==> src/hw/of_pkg.sv <==
//~~~~~~~~~~~~~~~~~~~~~~~~~~~~~~~~~~~~~~~~~~~~~~~~~~~~~~~~~~
// OpenFlow datapath package
// Widths, payload types, flow table size and the controller
// port shared by the three pipeline stages
//~~~~~~~~~~~~~~~~~~~~~~~~~~~~~~~~~~~~~~~~~~~~~~~~~~~~~~~~~~

package of_pkg;

   // Stream and table geometry
   localparam int DATA_W    = 64;
   localparam int KEY_W     = 32;
   localparam int PORT_W    = 3;
   localparam int TBL_DEPTH = 4;
   localparam int IDX_W     = 2;
   localparam int CNT_W     = 32;

   typedef logic [DATA_W-1:0] data_t;
   typedef logic [KEY_W-1:0]  flow_key_t;
   typedef logic [PORT_W-1:0] port_t;
   typedef logic [IDX_W-1:0]  tbl_idx_t;

   // Wraps at the top, no saturation
   typedef logic [CNT_W-1:0] count_t;

   // Bit 3 is the drop flag, bits 2:0 the output port
   typedef logic [PORT_W:0] of_action_t;

   // Table misses go here
   localparam port_t CPU_PORT = 3'd4;

   // Position inside a packet
   typedef enum logic {
      PKT_IDLE,
      PKT_BODY
   } pkt_state_e;

endpackage

==> src/hw/beat_if.sv <==
//~~~~~~~~~~~~~~~~~~~~~~~~~~~~~~~~~~~~~~~~~~~~~~~~~~~~~~~~~~
// Stream beat link between pipeline stages
// Carries one data beat with last and start-of-packet marks
//~~~~~~~~~~~~~~~~~~~~~~~~~~~~~~~~~~~~~~~~~~~~~~~~~~~~~~~~~~

`timescale 1ns/1ps

interface beat_if;

   of_pkg::data_t tdata;
   logic          tvalid;
   logic          tlast;
   // High on the first beat of a packet only
   logic          sop;
   logic          tready;

   modport src (
      output tdata,
      output tvalid,
      output tlast,
      output sop,
      input  tready
   );

   modport dst (
      input  tdata,
      input  tvalid,
      input  tlast,
      input  sop,
      output tready
   );

endinterface

==> src/hw/header_parser.sv <==
//~~~~~~~~~~~~~~~~~~~~~~~~~~~~~~~~~~~~~~~~~~~~~~~~~~~~~~~~~~
// Header parser, pipeline stage 1
// Registers input beats, marks packet starts, extracts the
// flow key and counts parsed packets
//~~~~~~~~~~~~~~~~~~~~~~~~~~~~~~~~~~~~~~~~~~~~~~~~~~~~~~~~~~

`timescale 1ns/1ps

module header_parser (
   input  logic              asclk,
   input  logic              rst_n,
   input  of_pkg::data_t     s_tdata,
   input  logic              s_tvalid,
   input  logic              s_tlast,
   output logic              s_tready,
   beat_if.src               out,
   output of_pkg::flow_key_t key,
   output of_pkg::count_t    parse_count
);

   of_pkg::pkt_state_e pkt_state;
   logic               run;
   logic               accept;
   logic               first_beat;

   // Refill when empty or when the held beat leaves this cycle
   assign s_tready   = run && (!out.tvalid || out.tready);
   assign accept     = s_tvalid && s_tready;
   assign first_beat = (pkt_state == of_pkg::PKT_IDLE);

   always_ff @(posedge asclk or negedge rst_n) begin
      if (!rst_n) begin
         run         <= 1'b0;
         pkt_state   <= of_pkg::PKT_IDLE;
         out.tvalid  <= 1'b0;
         parse_count <= '0;
      end else begin
         // Input opens one cycle after reset release
         run <= 1'b1;
         if (accept) begin
            out.tvalid <= 1'b1;
            pkt_state  <= s_tlast ? of_pkg::PKT_IDLE : of_pkg::PKT_BODY;
            if (first_beat) begin
               parse_count <= parse_count + 1'b1;
            end
         end else if (out.tready) begin
            out.tvalid <= 1'b0;
         end
      end
   end

   always_ff @(posedge asclk) begin
      if (accept) begin
         out.tdata <= s_tdata;
         out.tlast <= s_tlast;
         out.sop   <= first_beat;
         // Key is the upper half of the first beat
         if (first_beat) begin
            key <= s_tdata[of_pkg::DATA_W-1 -: of_pkg::KEY_W];
         end
      end
   end

   // Upstream holds a stalled beat
   assert property (@(posedge asclk) disable iff (!rst_n)
      s_tvalid && !s_tready |=> $stable(s_tdata));

endmodule

==> src/hw/flow_lookup.sv <==
//~~~~~~~~~~~~~~~~~~~~~~~~~~~~~~~~~~~~~~~~~~~~~~~~~~~~~~~~~~
// Flow lookup, pipeline stage 2
// Four-entry exact-match flow table written by the host.
// Matches the key on each packet start, attaches the action
// and counts hits and misses
//~~~~~~~~~~~~~~~~~~~~~~~~~~~~~~~~~~~~~~~~~~~~~~~~~~~~~~~~~~

`timescale 1ns/1ps

module flow_lookup (
   input  logic               asclk,
   input  logic               rst_n,
   beat_if.dst                in,
   input  of_pkg::flow_key_t  key,
   input  logic               tbl_wr,
   input  of_pkg::tbl_idx_t   tbl_index,
   input  of_pkg::flow_key_t  tbl_key,
   input  of_pkg::of_action_t tbl_action,
   input  logic               tbl_valid,
   beat_if.src                out,
   output of_pkg::of_action_t action,
   output of_pkg::count_t     hit_count,
   output of_pkg::count_t     miss_count
);

   logic [of_pkg::TBL_DEPTH-1:0] tbl_vld;
   of_pkg::flow_key_t            tbl_key_q [of_pkg::TBL_DEPTH];
   of_pkg::of_action_t           tbl_act_q [of_pkg::TBL_DEPTH];
   logic                         lu_hit;
   of_pkg::of_action_t           lu_action;
   logic                         accept;
   logic                         pkt_open;

   assign in.tready = !out.tvalid || out.tready;
   assign accept    = in.tvalid && in.tready;

   // Host writes, a clear valid bit removes the entry
   always_ff @(posedge asclk or negedge rst_n) begin
      if (!rst_n) begin
         tbl_vld <= '0;
      end else if (tbl_wr) begin
         tbl_vld[tbl_index] <= tbl_valid;
      end
   end

   always_ff @(posedge asclk) begin
      if (tbl_wr) begin
         tbl_key_q[tbl_index] <= tbl_key;
         tbl_act_q[tbl_index] <= tbl_action;
      end
   end

   // Scan from the top so the lowest matching index wins
   always_comb begin
      lu_hit    = 1'b0;
      lu_action = {1'b0, of_pkg::CPU_PORT};
      for (int i = of_pkg::TBL_DEPTH - 1; i >= 0; i--) begin
         if (tbl_vld[i] && (tbl_key_q[i] == key)) begin
            lu_hit    = 1'b1;
            lu_action = tbl_act_q[i];
         end
      end
   end

   always_ff @(posedge asclk or negedge rst_n) begin
      if (!rst_n) begin
         out.tvalid <= 1'b0;
         pkt_open   <= 1'b0;
         hit_count  <= '0;
         miss_count <= '0;
      end else begin
         if (accept) begin
            out.tvalid <= 1'b1;
            pkt_open   <= !in.tlast;
            if (in.sop && lu_hit) begin
               hit_count <= hit_count + 1'b1;
            end else if (in.sop) begin
               miss_count <= miss_count + 1'b1;
            end
         end else if (out.tready) begin
            out.tvalid <= 1'b0;
         end
      end
   end

   // Action stays put for the rest of the packet
   always_ff @(posedge asclk) begin
      if (accept) begin
         out.tdata <= in.tdata;
         out.tlast <= in.tlast;
         out.sop   <= in.sop;
         if (in.sop) begin
            action <= lu_action;
         end
      end
   end

   // Parser marks only the beat after a tlast as a start
   assert property (@(posedge asclk) disable iff (!rst_n)
      in.tvalid && in.sop |-> !pkt_open);

endmodule

==> src/hw/action_apply.sv <==
//~~~~~~~~~~~~~~~~~~~~~~~~~~~~~~~~~~~~~~~~~~~~~~~~~~~~~~~~~~
// Action apply, pipeline stage 3
// Forwards whole packets with their output port or drops
// them, and counts dropped packets
//~~~~~~~~~~~~~~~~~~~~~~~~~~~~~~~~~~~~~~~~~~~~~~~~~~~~~~~~~~

`timescale 1ns/1ps

module action_apply (
   input  logic               asclk,
   input  logic               rst_n,
   beat_if.dst                in,
   input  of_pkg::of_action_t action,
   output of_pkg::data_t      m_tdata,
   output logic               m_tvalid,
   output logic               m_tlast,
   input  logic               m_tready,
   output of_pkg::port_t      m_port,
   output of_pkg::count_t     drop_count
);

   of_pkg::pkt_state_e pkt_state;
   logic               drop_q;
   logic               drop_now;
   logic               accept;

   // Drop flag taken at the packet start, kept for the body
   assign drop_now = (pkt_state == of_pkg::PKT_IDLE) ? action[of_pkg::PORT_W] : drop_q;

   // Dropped beats never wait on the output
   assign in.tready = drop_now || !m_tvalid || m_tready;
   assign accept    = in.tvalid && in.tready;

   always_ff @(posedge asclk or negedge rst_n) begin
      if (!rst_n) begin
         pkt_state  <= of_pkg::PKT_IDLE;
         drop_q     <= 1'b0;
         m_tvalid   <= 1'b0;
         drop_count <= '0;
      end else begin
         if (accept) begin
            pkt_state <= in.tlast ? of_pkg::PKT_IDLE : of_pkg::PKT_BODY;
            drop_q    <= drop_now;
            if (in.sop && drop_now) begin
               drop_count <= drop_count + 1'b1;
            end
         end
         if (accept && !drop_now) begin
            m_tvalid <= 1'b1;
         end else if (m_tready) begin
            m_tvalid <= 1'b0;
         end
      end
   end

   always_ff @(posedge asclk) begin
      if (accept && !drop_now) begin
         m_tdata <= in.tdata;
         m_tlast <= in.tlast;
         m_port  <= action[of_pkg::PORT_W-1:0];
      end
   end

   // Output beat held under back-pressure
   assert property (@(posedge asclk) disable iff (!rst_n)
      m_tvalid && !m_tready |=>
         $stable(m_tdata) && $stable(m_tlast) && $stable(m_port));

endmodule

==> src/hw/of_datapath.sv <==
//~~~~~~~~~~~~~~~~~~~~~~~~~~~~~~~~~~~~~~~~~~~~~~~~~~~~~~~~~~
// OpenFlow datapath top level
// Parser, exact-match lookup and action stages in a
// three-deep pipeline on one 64-bit packet stream
//~~~~~~~~~~~~~~~~~~~~~~~~~~~~~~~~~~~~~~~~~~~~~~~~~~~~~~~~~~

`timescale 1ns/1ps

module of_datapath (
   input  logic               asclk,
   input  logic               rst_n,
   // Stream in
   input  of_pkg::data_t      s_tdata,
   input  logic               s_tvalid,
   input  logic               s_tlast,
   output logic               s_tready,
   // Stream out
   output of_pkg::data_t      m_tdata,
   output logic               m_tvalid,
   output logic               m_tlast,
   input  logic               m_tready,
   output of_pkg::port_t      m_port,
   // Flow table write
   input  logic               tbl_wr,
   input  of_pkg::tbl_idx_t   tbl_index,
   input  of_pkg::flow_key_t  tbl_key,
   input  of_pkg::of_action_t tbl_action,
   input  logic               tbl_valid,
   // Statistics
   output of_pkg::count_t     parse_count,
   output of_pkg::count_t     hit_count,
   output of_pkg::count_t     miss_count,
   output of_pkg::count_t     drop_count
);

   of_pkg::flow_key_t  key;
   of_pkg::of_action_t action;

   beat_if parsed ();
   beat_if looked_up ();

   header_parser u_parser (
      .asclk       (asclk),
      .rst_n       (rst_n),
      .s_tdata     (s_tdata),
      .s_tvalid    (s_tvalid),
      .s_tlast     (s_tlast),
      .s_tready    (s_tready),
      .out         (parsed.src),
      .key         (key),
      .parse_count (parse_count)
   );

   flow_lookup u_lookup (
      .asclk      (asclk),
      .rst_n      (rst_n),
      .in         (parsed.dst),
      .key        (key),
      .tbl_wr     (tbl_wr),
      .tbl_index  (tbl_index),
      .tbl_key    (tbl_key),
      .tbl_action (tbl_action),
      .tbl_valid  (tbl_valid),
      .out        (looked_up.src),
      .action     (action),
      .hit_count  (hit_count),
      .miss_count (miss_count)
   );

   action_apply u_action (
      .asclk      (asclk),
      .rst_n      (rst_n),
      .in         (looked_up.dst),
      .action     (action),
      .m_tdata    (m_tdata),
      .m_tvalid   (m_tvalid),
      .m_tlast    (m_tlast),
      .m_tready   (m_tready),
      .m_port     (m_port),
      .drop_count (drop_count)
   );

endmodule

==> config.mk <==
export PLATFORM = sky130hd
export DESIGN_NAME = of_datapath
export DESIGN_NICKNAME = d
export VERILOG_FILES = /design/src/hw/of_pkg.sv /design/src/hw/beat_if.sv /design/src/hw/header_parser.sv /design/src/hw/flow_lookup.sv /design/src/hw/action_apply.sv /design/src/hw/of_datapath.sv
export SDC_FILE = /design/constraint.sdc
export NUM_CORES = 1
export LEC_CHECK = 0
export BUFFER_PORTS_ARGS = -buffer_cell sky130_fd_sc_hd__buf_2
export CAP_MARGIN = 15
export CORE_MARGIN = 1
export CORE_UTILIZATION = 30
export CTS_CLUSTER_DIAMETER = 100
export DETAILED_ROUTE_END_ITERATION = 10
export GPL_TIMING_DRIVEN = 1
export PLACE_DENSITY = 0.46
export SLEW_MARGIN = 5
export SYNTH_ARGS = -nofsm -noshare
export SYNTH_HDL_FRONTEND = slang
export SYNTH_SLANG_ARGS = --single-unit
==> constraint.sdc <==
create_clock -name asclk -period 5.99 [get_ports asclk]
set_clock_uncertainty 0.2 [all_clocks]
set_input_delay 0.599 -clock asclk [delete_from_list [all_inputs] [get_ports asclk]]
set_output_delay 0.599 -clock asclk [all_outputs]
set_load 0.01 [all_outputs]
==> impl_metrics.csv, run 1 <==
group,metric,value,unit
cts,clock_sinks,519,
worst_hold_path,hold-path-cell-count,1,
cts,post_cts_resize_count,0,
sta,rsz0062_at_grt,"false",
sta,tmin_final,3.707,ns
global_routing,first_global_vias,11700,
cts,cts_buffers,58,
die,placeableCoreArea,64460,um^2
worst_hold_path,hold_path_class,"input port to register",
die,die_area,66160,um^2
outcome,run_status,"finished clean",
power_and_ir_drop,ir_drop,198.4,uV
global_routing,grt_pass1_wl,75420,um
global_routing,largest_net_degree_at_the_start_of_global_routing,93,
global_routing,number_of_antenna_violations_at_the_first_check_in_global_routing,6,
synthesis,synth_ff_type,"edfxtp_1",
placed_design,dp.cells,2352,
die,die_h,257.2,um
routing,final_antenna_net_count,0,
worst_setup_path,r2r_start,"u_parser.key[15]",
sta,slew_viol_final,0,
synthesis,synth.avg_cell_area,16.30,um^2
global_routing,grt-ovfl-total,0,
sta,tns_setup,0,ns
routing,routed_via_density,4.481,
synthesis,synth-warning-count,0,
cts,cts_tree,"built",
synthesis,post_synth_num_cell_types,42,
synthesis,netlist_top_cells_area,"edfxtp_1 (58%), dfrtp_1 (18%), xor2_1 (7.5%), xnor2_1 (3.8%), nor4_1 (2.0%)",
cells_and_area,areaGrowthSynthToFinish,28.06,%
cells_and_area,finish.net_count,1763,
worst_setup_path,cp.required,6.28,ns
routing,drc,0,
cells_and_area,drive_gt1_share,24.72,%
worst_setup_path,criticalPathCategory,"register to register",
cts,cts_root_buf,"clkbuf_16",
die,fp-row-count,93,
worst_setup_path,worst-endpoint-arrival,4.00,ns
synthesis,synth_top_cell_by_area,"edfxtp_1",
worst_setup_path,path_max_fanout,32,
synthesis,netlist_area,19540,um^2
power_and_ir_drop,power_density,335.6,nW/um^2
placed_design,dp_hpwl,34690,um
synthesis,synth_edf_count,380,
cells_and_area,fin_area,25020,um^2
synthesis,synth.top_cell.area_share,58.39,%
cts,cts_setup_buffers,0,
die,ioPinCount,307,
worst_hold_path,beginning_of_the_worst_hold_path,"s_tdata[61]",
synthesis,syn_nets,1312,
synthesis,postSynthRegisterBits,519,
cts,cts_hold_buf,93,
sta,max_slew_margin,32.06,%
synthesis,async_flop_share,26.78,%
placed_design,port_buffers,306,
worst_setup_path,timing.critical_path.to_type,"register",
synthesis,gate_count_of_the_mapped_netlist,1199,
cells_and_area,final_cell_count_no_fill,2558,
cells_and_area,filler_cell_count,6157,
routing,routedWlPerCell,19.80,um
run,max-cap-violations,0,
synthesis,yosys-top-cells-count,"edfxtp_1 (380), xor2_1 (168), dfrtp_1 (139)",
routing,vias,11460,
routing,detail_route.wirelength,50660,um
sta,final_cycle_utilization_of_the_critical_path,61.89,%
cts,worst_skew_pair.late_latency,0.60,ns
cts,cts.reportedPaths.clkPinSlew,0.06,ns
routing,drtPass1Iterations,5,
sta,setup_violations,0,
sta,whs,0.03972,ns
global_routing,global_route.usage.total,15.13,%
placed_design,placedInstanceArea,22170,um^2
cells_and_area,finalCoreUtilization,38.82,%
cts,h_tree_levels,2,
die,initial_core_util,30.31,%
power_and_ir_drop,total_leakage_power,10.05,nW
die,die_x,257.2,um
sta,maxClockFrequency,0.2697,GHz
routing,first_iter_violations,714,
sta,hold_violations,0,
synthesis,seq_area_frac_synth,76.19,%
worst_setup_path,worstSetupStartpointType,"register",
worst_setup_path,r2r_setup_slack,2.28,ns
worst_setup_path,timing.rr.end,"u_lookup.hit_count[1]",
sta,worst_slew_pin_slew,1.016,ns
worst_hold_path,worstHoldEndpoint,"u_parser.out.tdata[61]",
placed_design,finalWeightedCongestion,0.8807,
worst_setup_path,r2r.worst_path.cells,6,
cts,max-clock-path-buffers,3,
synthesis,synthMostInstantiatedCell,"edfxtp_1",
==> cells by family after synthesis <==
group,after synthesis,share of synthesized area [%]
AOI/OAI and AO/OA,30,1.005
xor gates and xnor gates,252,11.29
adders and majority gates,4,0.2561
buffers and inverters,40,0.9028
DFF,519,76.19
muxes,9,0.5122
other,1,0.01919
and+or+nand+nor,344,9.816
==> sequential cells by signal, indices dropped and copies added, names as in the netlist, 3 cells and up <==
signal	flops
u_lookup.tbl_key_q	128
u_action.m_tdata	64
u_lookup.out.tdata	64
u_parser.out.tdata	64
u_action.drop_count	32
u_lookup.hit_count	32
u_lookup.miss_count	32
u_parser.key	32
u_parser.parse_count	32
u_lookup.tbl_act_q	16
u_lookup.action	4
u_lookup.tbl_vld	4
u_action.m_port	3
==> area by class of cell <==
type                    count  area, um^2  share of cell area (%)
diodes                      4       10.01                 0.04000
clock buffers              72        1578                   6.305
clock inverters            37       334.1                   1.335
inverters                  21       80.08                  0.3200
multi-input cells         640        4512                   18.03
flip-flops and latches    519       14890                   59.50
well taps                 855        1070                   4.275
repair buffers            410        2551                   10.20
==> cell usage in the layout, fill, tap and decap left out, types with 12 or more instances in the layout <==
| cell | n |
|---|---|
| dfrtp_1 | 139 |
| nand2_1 | 61 |
| edfxtp_1 | 380 |
| buf_2 | 305 |
| and4_1 | 13 |
| nand3_1 | 54 |
| nor4_1 | 63 |
| xor2_1 | 168 |
| inv_1 | 20 |
| o21ai_0 | 17 |
| clkinv_2 | 16 |
| nor2_1 | 26 |
| nor3_1 | 20 |
| and3_1 | 32 |
| nand4_1 | 37 |
| dlygate4sd3_1 | 93 |
| clkinv_1 | 12 |
| clkbuf_16 | 61 |
| xnor2_1 | 84 |
==> per-layer routing <==
layer,track usage (%),routed length [um],vias up
met5,0,17,-
met4,5.060,1328,2
met3,3.172,2568,87
met2,24.38,23970,278
met1,20.24,22770,5727
li1,-,-,5369
==> how the worst max path moves through the flow <==
stage	from	end	slack, ns	cells past startpoint
final	u_parser.key[15]	u_lookup.hit_count[1]	2.28	6
after global routing	u_parser.key[7]	u_lookup.hit_count[14]	2.04	7
after CTS	u_parser.key[15]	u_lookup.hit_count[1]	2.31	6
after detailed placement	u_parser.key[15]	u_lookup.hit_count[1]	2.33	6
after global placement	u_parser.key[15]	u_lookup.hit_count[1]	2.34	6
after floorplan	m_tready	u_lookup.miss_count[31]	1.27	9
==> through the flow <==
step / setup slack [ns] / total power, W
final: 2.283 / 0.008397
after CTS: 2.306 / 0.008554
after global routing: 2.036 / 0.008730
after global placement: 2.344 / 0.004862
after detailed placement: 2.328 / 0.004872
after floorplan: 1.273 / 0.004541
==> critical path, stage by stage, from the launching register on <==
cell and delay (ns):
edfxtp_1 0.53, xor2_1 0.26, nor4_1 0.32, nand4_1 0.20, or4_1 0.78, a41oi_4 0.86
mux2_2 0.42
==> power breakdown <==
group | internal [W] | switching, W | leakage [nW]
clock | 0.00212 | 0.00145 | 0.946
combinational | 0.000225 | 0.000376 | 3.70
sequential | 0.00411 | 0.000126 | 5.40
(Power assumes the default switching activity.)
==> run 2: changes to the inputs <==
- clock period: 5.99 -> 3.15 ns (I/O delays scaled with it)
==> impl_metrics.csv, run 2 (same netlist as run 1, synthesis figures left out) <==
group,metric,value,unit
cts,h_tree_levels,2,
global_routing,largest_net_degree_at_the_start_of_global_routing,63,
cells_and_area,mostFrequentLayoutCells,"edfxtp_1 (380), buf_2 (305), xor2_1 (168)",
routing,first_iter_violations,635,
routing,drc,0,
placed_design,dp_hpwl,36150,um
worst_setup_path,worstSetupStartpointType,"register",
die,fp-row-count,93,
cells_and_area,number_of_flip_flops_in_the_largest_register,128,
power_and_ir_drop,ir_drop,400.3,uV
global_routing,grt_pass1_wl,78200,um
placed_design,finalWeightedCongestion,0.8972,
sta,maxClockFrequency,0.3329,GHz
sta,final_cycle_utilization_of_the_critical_path,95.36,%
worst_setup_path,criticalPathCategory,"register to register",
power_and_ir_drop,fin_total_pwr,0.01576,W
die,die_area,66160,um^2
outcome,run_status,"finished clean",
cts,cts_buffers,58,
power_and_ir_drop,total_leakage_power,10.26,nW
cells_and_area,fin_area,25580,um^2
die,die_x,257.2,um
run,max-cap-violations,0,
placed_design,placedInstanceArea,22650,um^2
cts,cts_tree,"built",
cells_and_area,areaGrowthSynthToFinish,30.89,%
global_routing,grt-ovfl-total,0,
routing,vias,11660,
die,ioPinCount,307,
power_and_ir_drop,power_density,616.1,nW/um^2
cts,worst_skew_pair.late_latency,0.61,ns
sta,tmin_final,3.004,ns
worst_setup_path,timing.critical_path.to_type,"register",
cells_and_area,finalCoreUtilization,39.68,%
worst_hold_path,hold_path_class,"input port to async pin",
cts,max-clock-path-buffers,3,
sta,setup_violations,0,
global_routing,number_of_antenna_violations_at_the_first_check_in_global_routing,3,
die,initial_core_util,30.31,%
die,die_h,257.2,um
sta,hold_violations,0,
routing,routedWlPerCell,19.81,um
cells_and_area,finish.net_count,1811,
placed_design,port_buffers,306,
sta,worst_slew_pin_slew,0.7733,ns
cts,cts_setup_buffers,0,
sta,slew_viol_final,0,
cts,cts.reportedPaths.clkPinSlew,0.06,ns
die,placeableCoreArea,64460,um^2
cts,clock_sinks,519,
global_routing,first_global_vias,12090,
routing,drtPass1Iterations,6,
cts,cts_root_buf,"clkbuf_16",
worst_setup_path,worst-endpoint-arrival,3.29,ns
worst_setup_path,cp.required,3.44,ns
routing,final_antenna_net_count,0,
worst_setup_path,path_max_fanout,32,
global_routing,global_route.usage.total,15.69,%
sta,rsz0062_at_grt,"false",
cells_and_area,layout_commonest_cell,"edfxtp_1",
routing,routed_via_density,4.474,
sta,max_slew_margin,48.44,%
cells_and_area,largest_reg_by_ff_count,"u_lookup.tbl_key_q",
routing,detail_route.wirelength,51610,um
cells_and_area,drive_gt1_share,27.23,%
## run 2: cell count changes in the layout (fill, tap and decap cells not counted), sizes merged, moves of 3 or more
| cell | previous run | this run |
|---|---|---|
| clkbuf | 72 | 76 |
| dlygate4sd3 | 93 | 107 |
| clkinv | 30 | 27 |
| bufinv | 6 | 3 |
| buf | 317 | 351 |
## run 2: stage by stage
stage	instances	hold WS, ns	worst slack [ns]	setup TNS, ns
floorplan	1199	-0.1806	-0.4367	-6.940
global placement	2386	0.1458	0.07087	0
detailed placement	2386	0.1514	0.04822	0
CTS	2603	0.06709	0.02251	0
global route	2604	0.1081	0.008471	0
finish	2605	0.07415	0.1462	0
## run 2: critical path, cell delays in order, from the launching register on
cell and delay, ns:
edfxtp_1 0.49, xor2_1 0.23, nor4_1 0.36, nand4_1 0.14
or4_4 0.62, a41oi_4 0.27, buf_12 0.21, mux2_2 0.35
## run 2: power breakdown
group | switching, W | total [W] | internal [W]
registers | 0.000234 | 0.00804 | 0.00780
logic | 0.000748 | 0.00123 | 0.000482
clock network | 0.00276 | 0.00649 | 0.00373
## run 2: area by class of cell
| type | instances | area [um^2] |
|---|---|---|
| antenna | 2 | 5.005 |
| clock buffer | 76 | 1559 |
| clock inverter | 34 | 269.0 |
| fill | 6088 | 38890 |
| inverter | 21 | 80.08 |
| multi-input combinational | 640 | 4647 |
| sequential | 519 | 14890 |
| tap | 855 | 1070 |
| timing repair buffer | 458 | 3059 |
## run 2: final timing paths
| kind | start | endpoint | slack [ns] | cells past startpoint |
|---|---|---|---|---|
| max reg2reg | u_parser.key[24] | u_lookup.hit_count[1] | 0.15 | 7 |
| min reg2reg | u_lookup.out.tdata[22] | u_action.m_tdata[22] | 0.20 | 0 |
| max | u_parser.key[24] | u_lookup.hit_count[1] | 0.15 | 7 |
| min in group asclk | tbl_wr | u_lookup.tbl_act_q[2][0] | 0.13 | 4 |
| max in group asynchronous | rst_n | u_action.drop_count[24] | 1.90 | 3 |
| min | rst_n | u_action.drop_count[29] | 0.07 | 2 |
## run 2: metal layers
layer  GRT usage, %  wire [um]  vias up  part of all wire, %
li1               -          -     5473                    -
met1          21.41      23680     5827                   46
met2          25.30      24460      280                   47
met3          2.788       2272       75                  4.4
met4          4.977       1194        0                  2.3
met5              0          0        -                    0
## run 2: what timing repair did
action,4_1_cts,5_1_grt
endpoints found under the setup margin,0,30
hold buffers,107,0
hold endpoints to repair,355,0
gates resized for setup,0,4
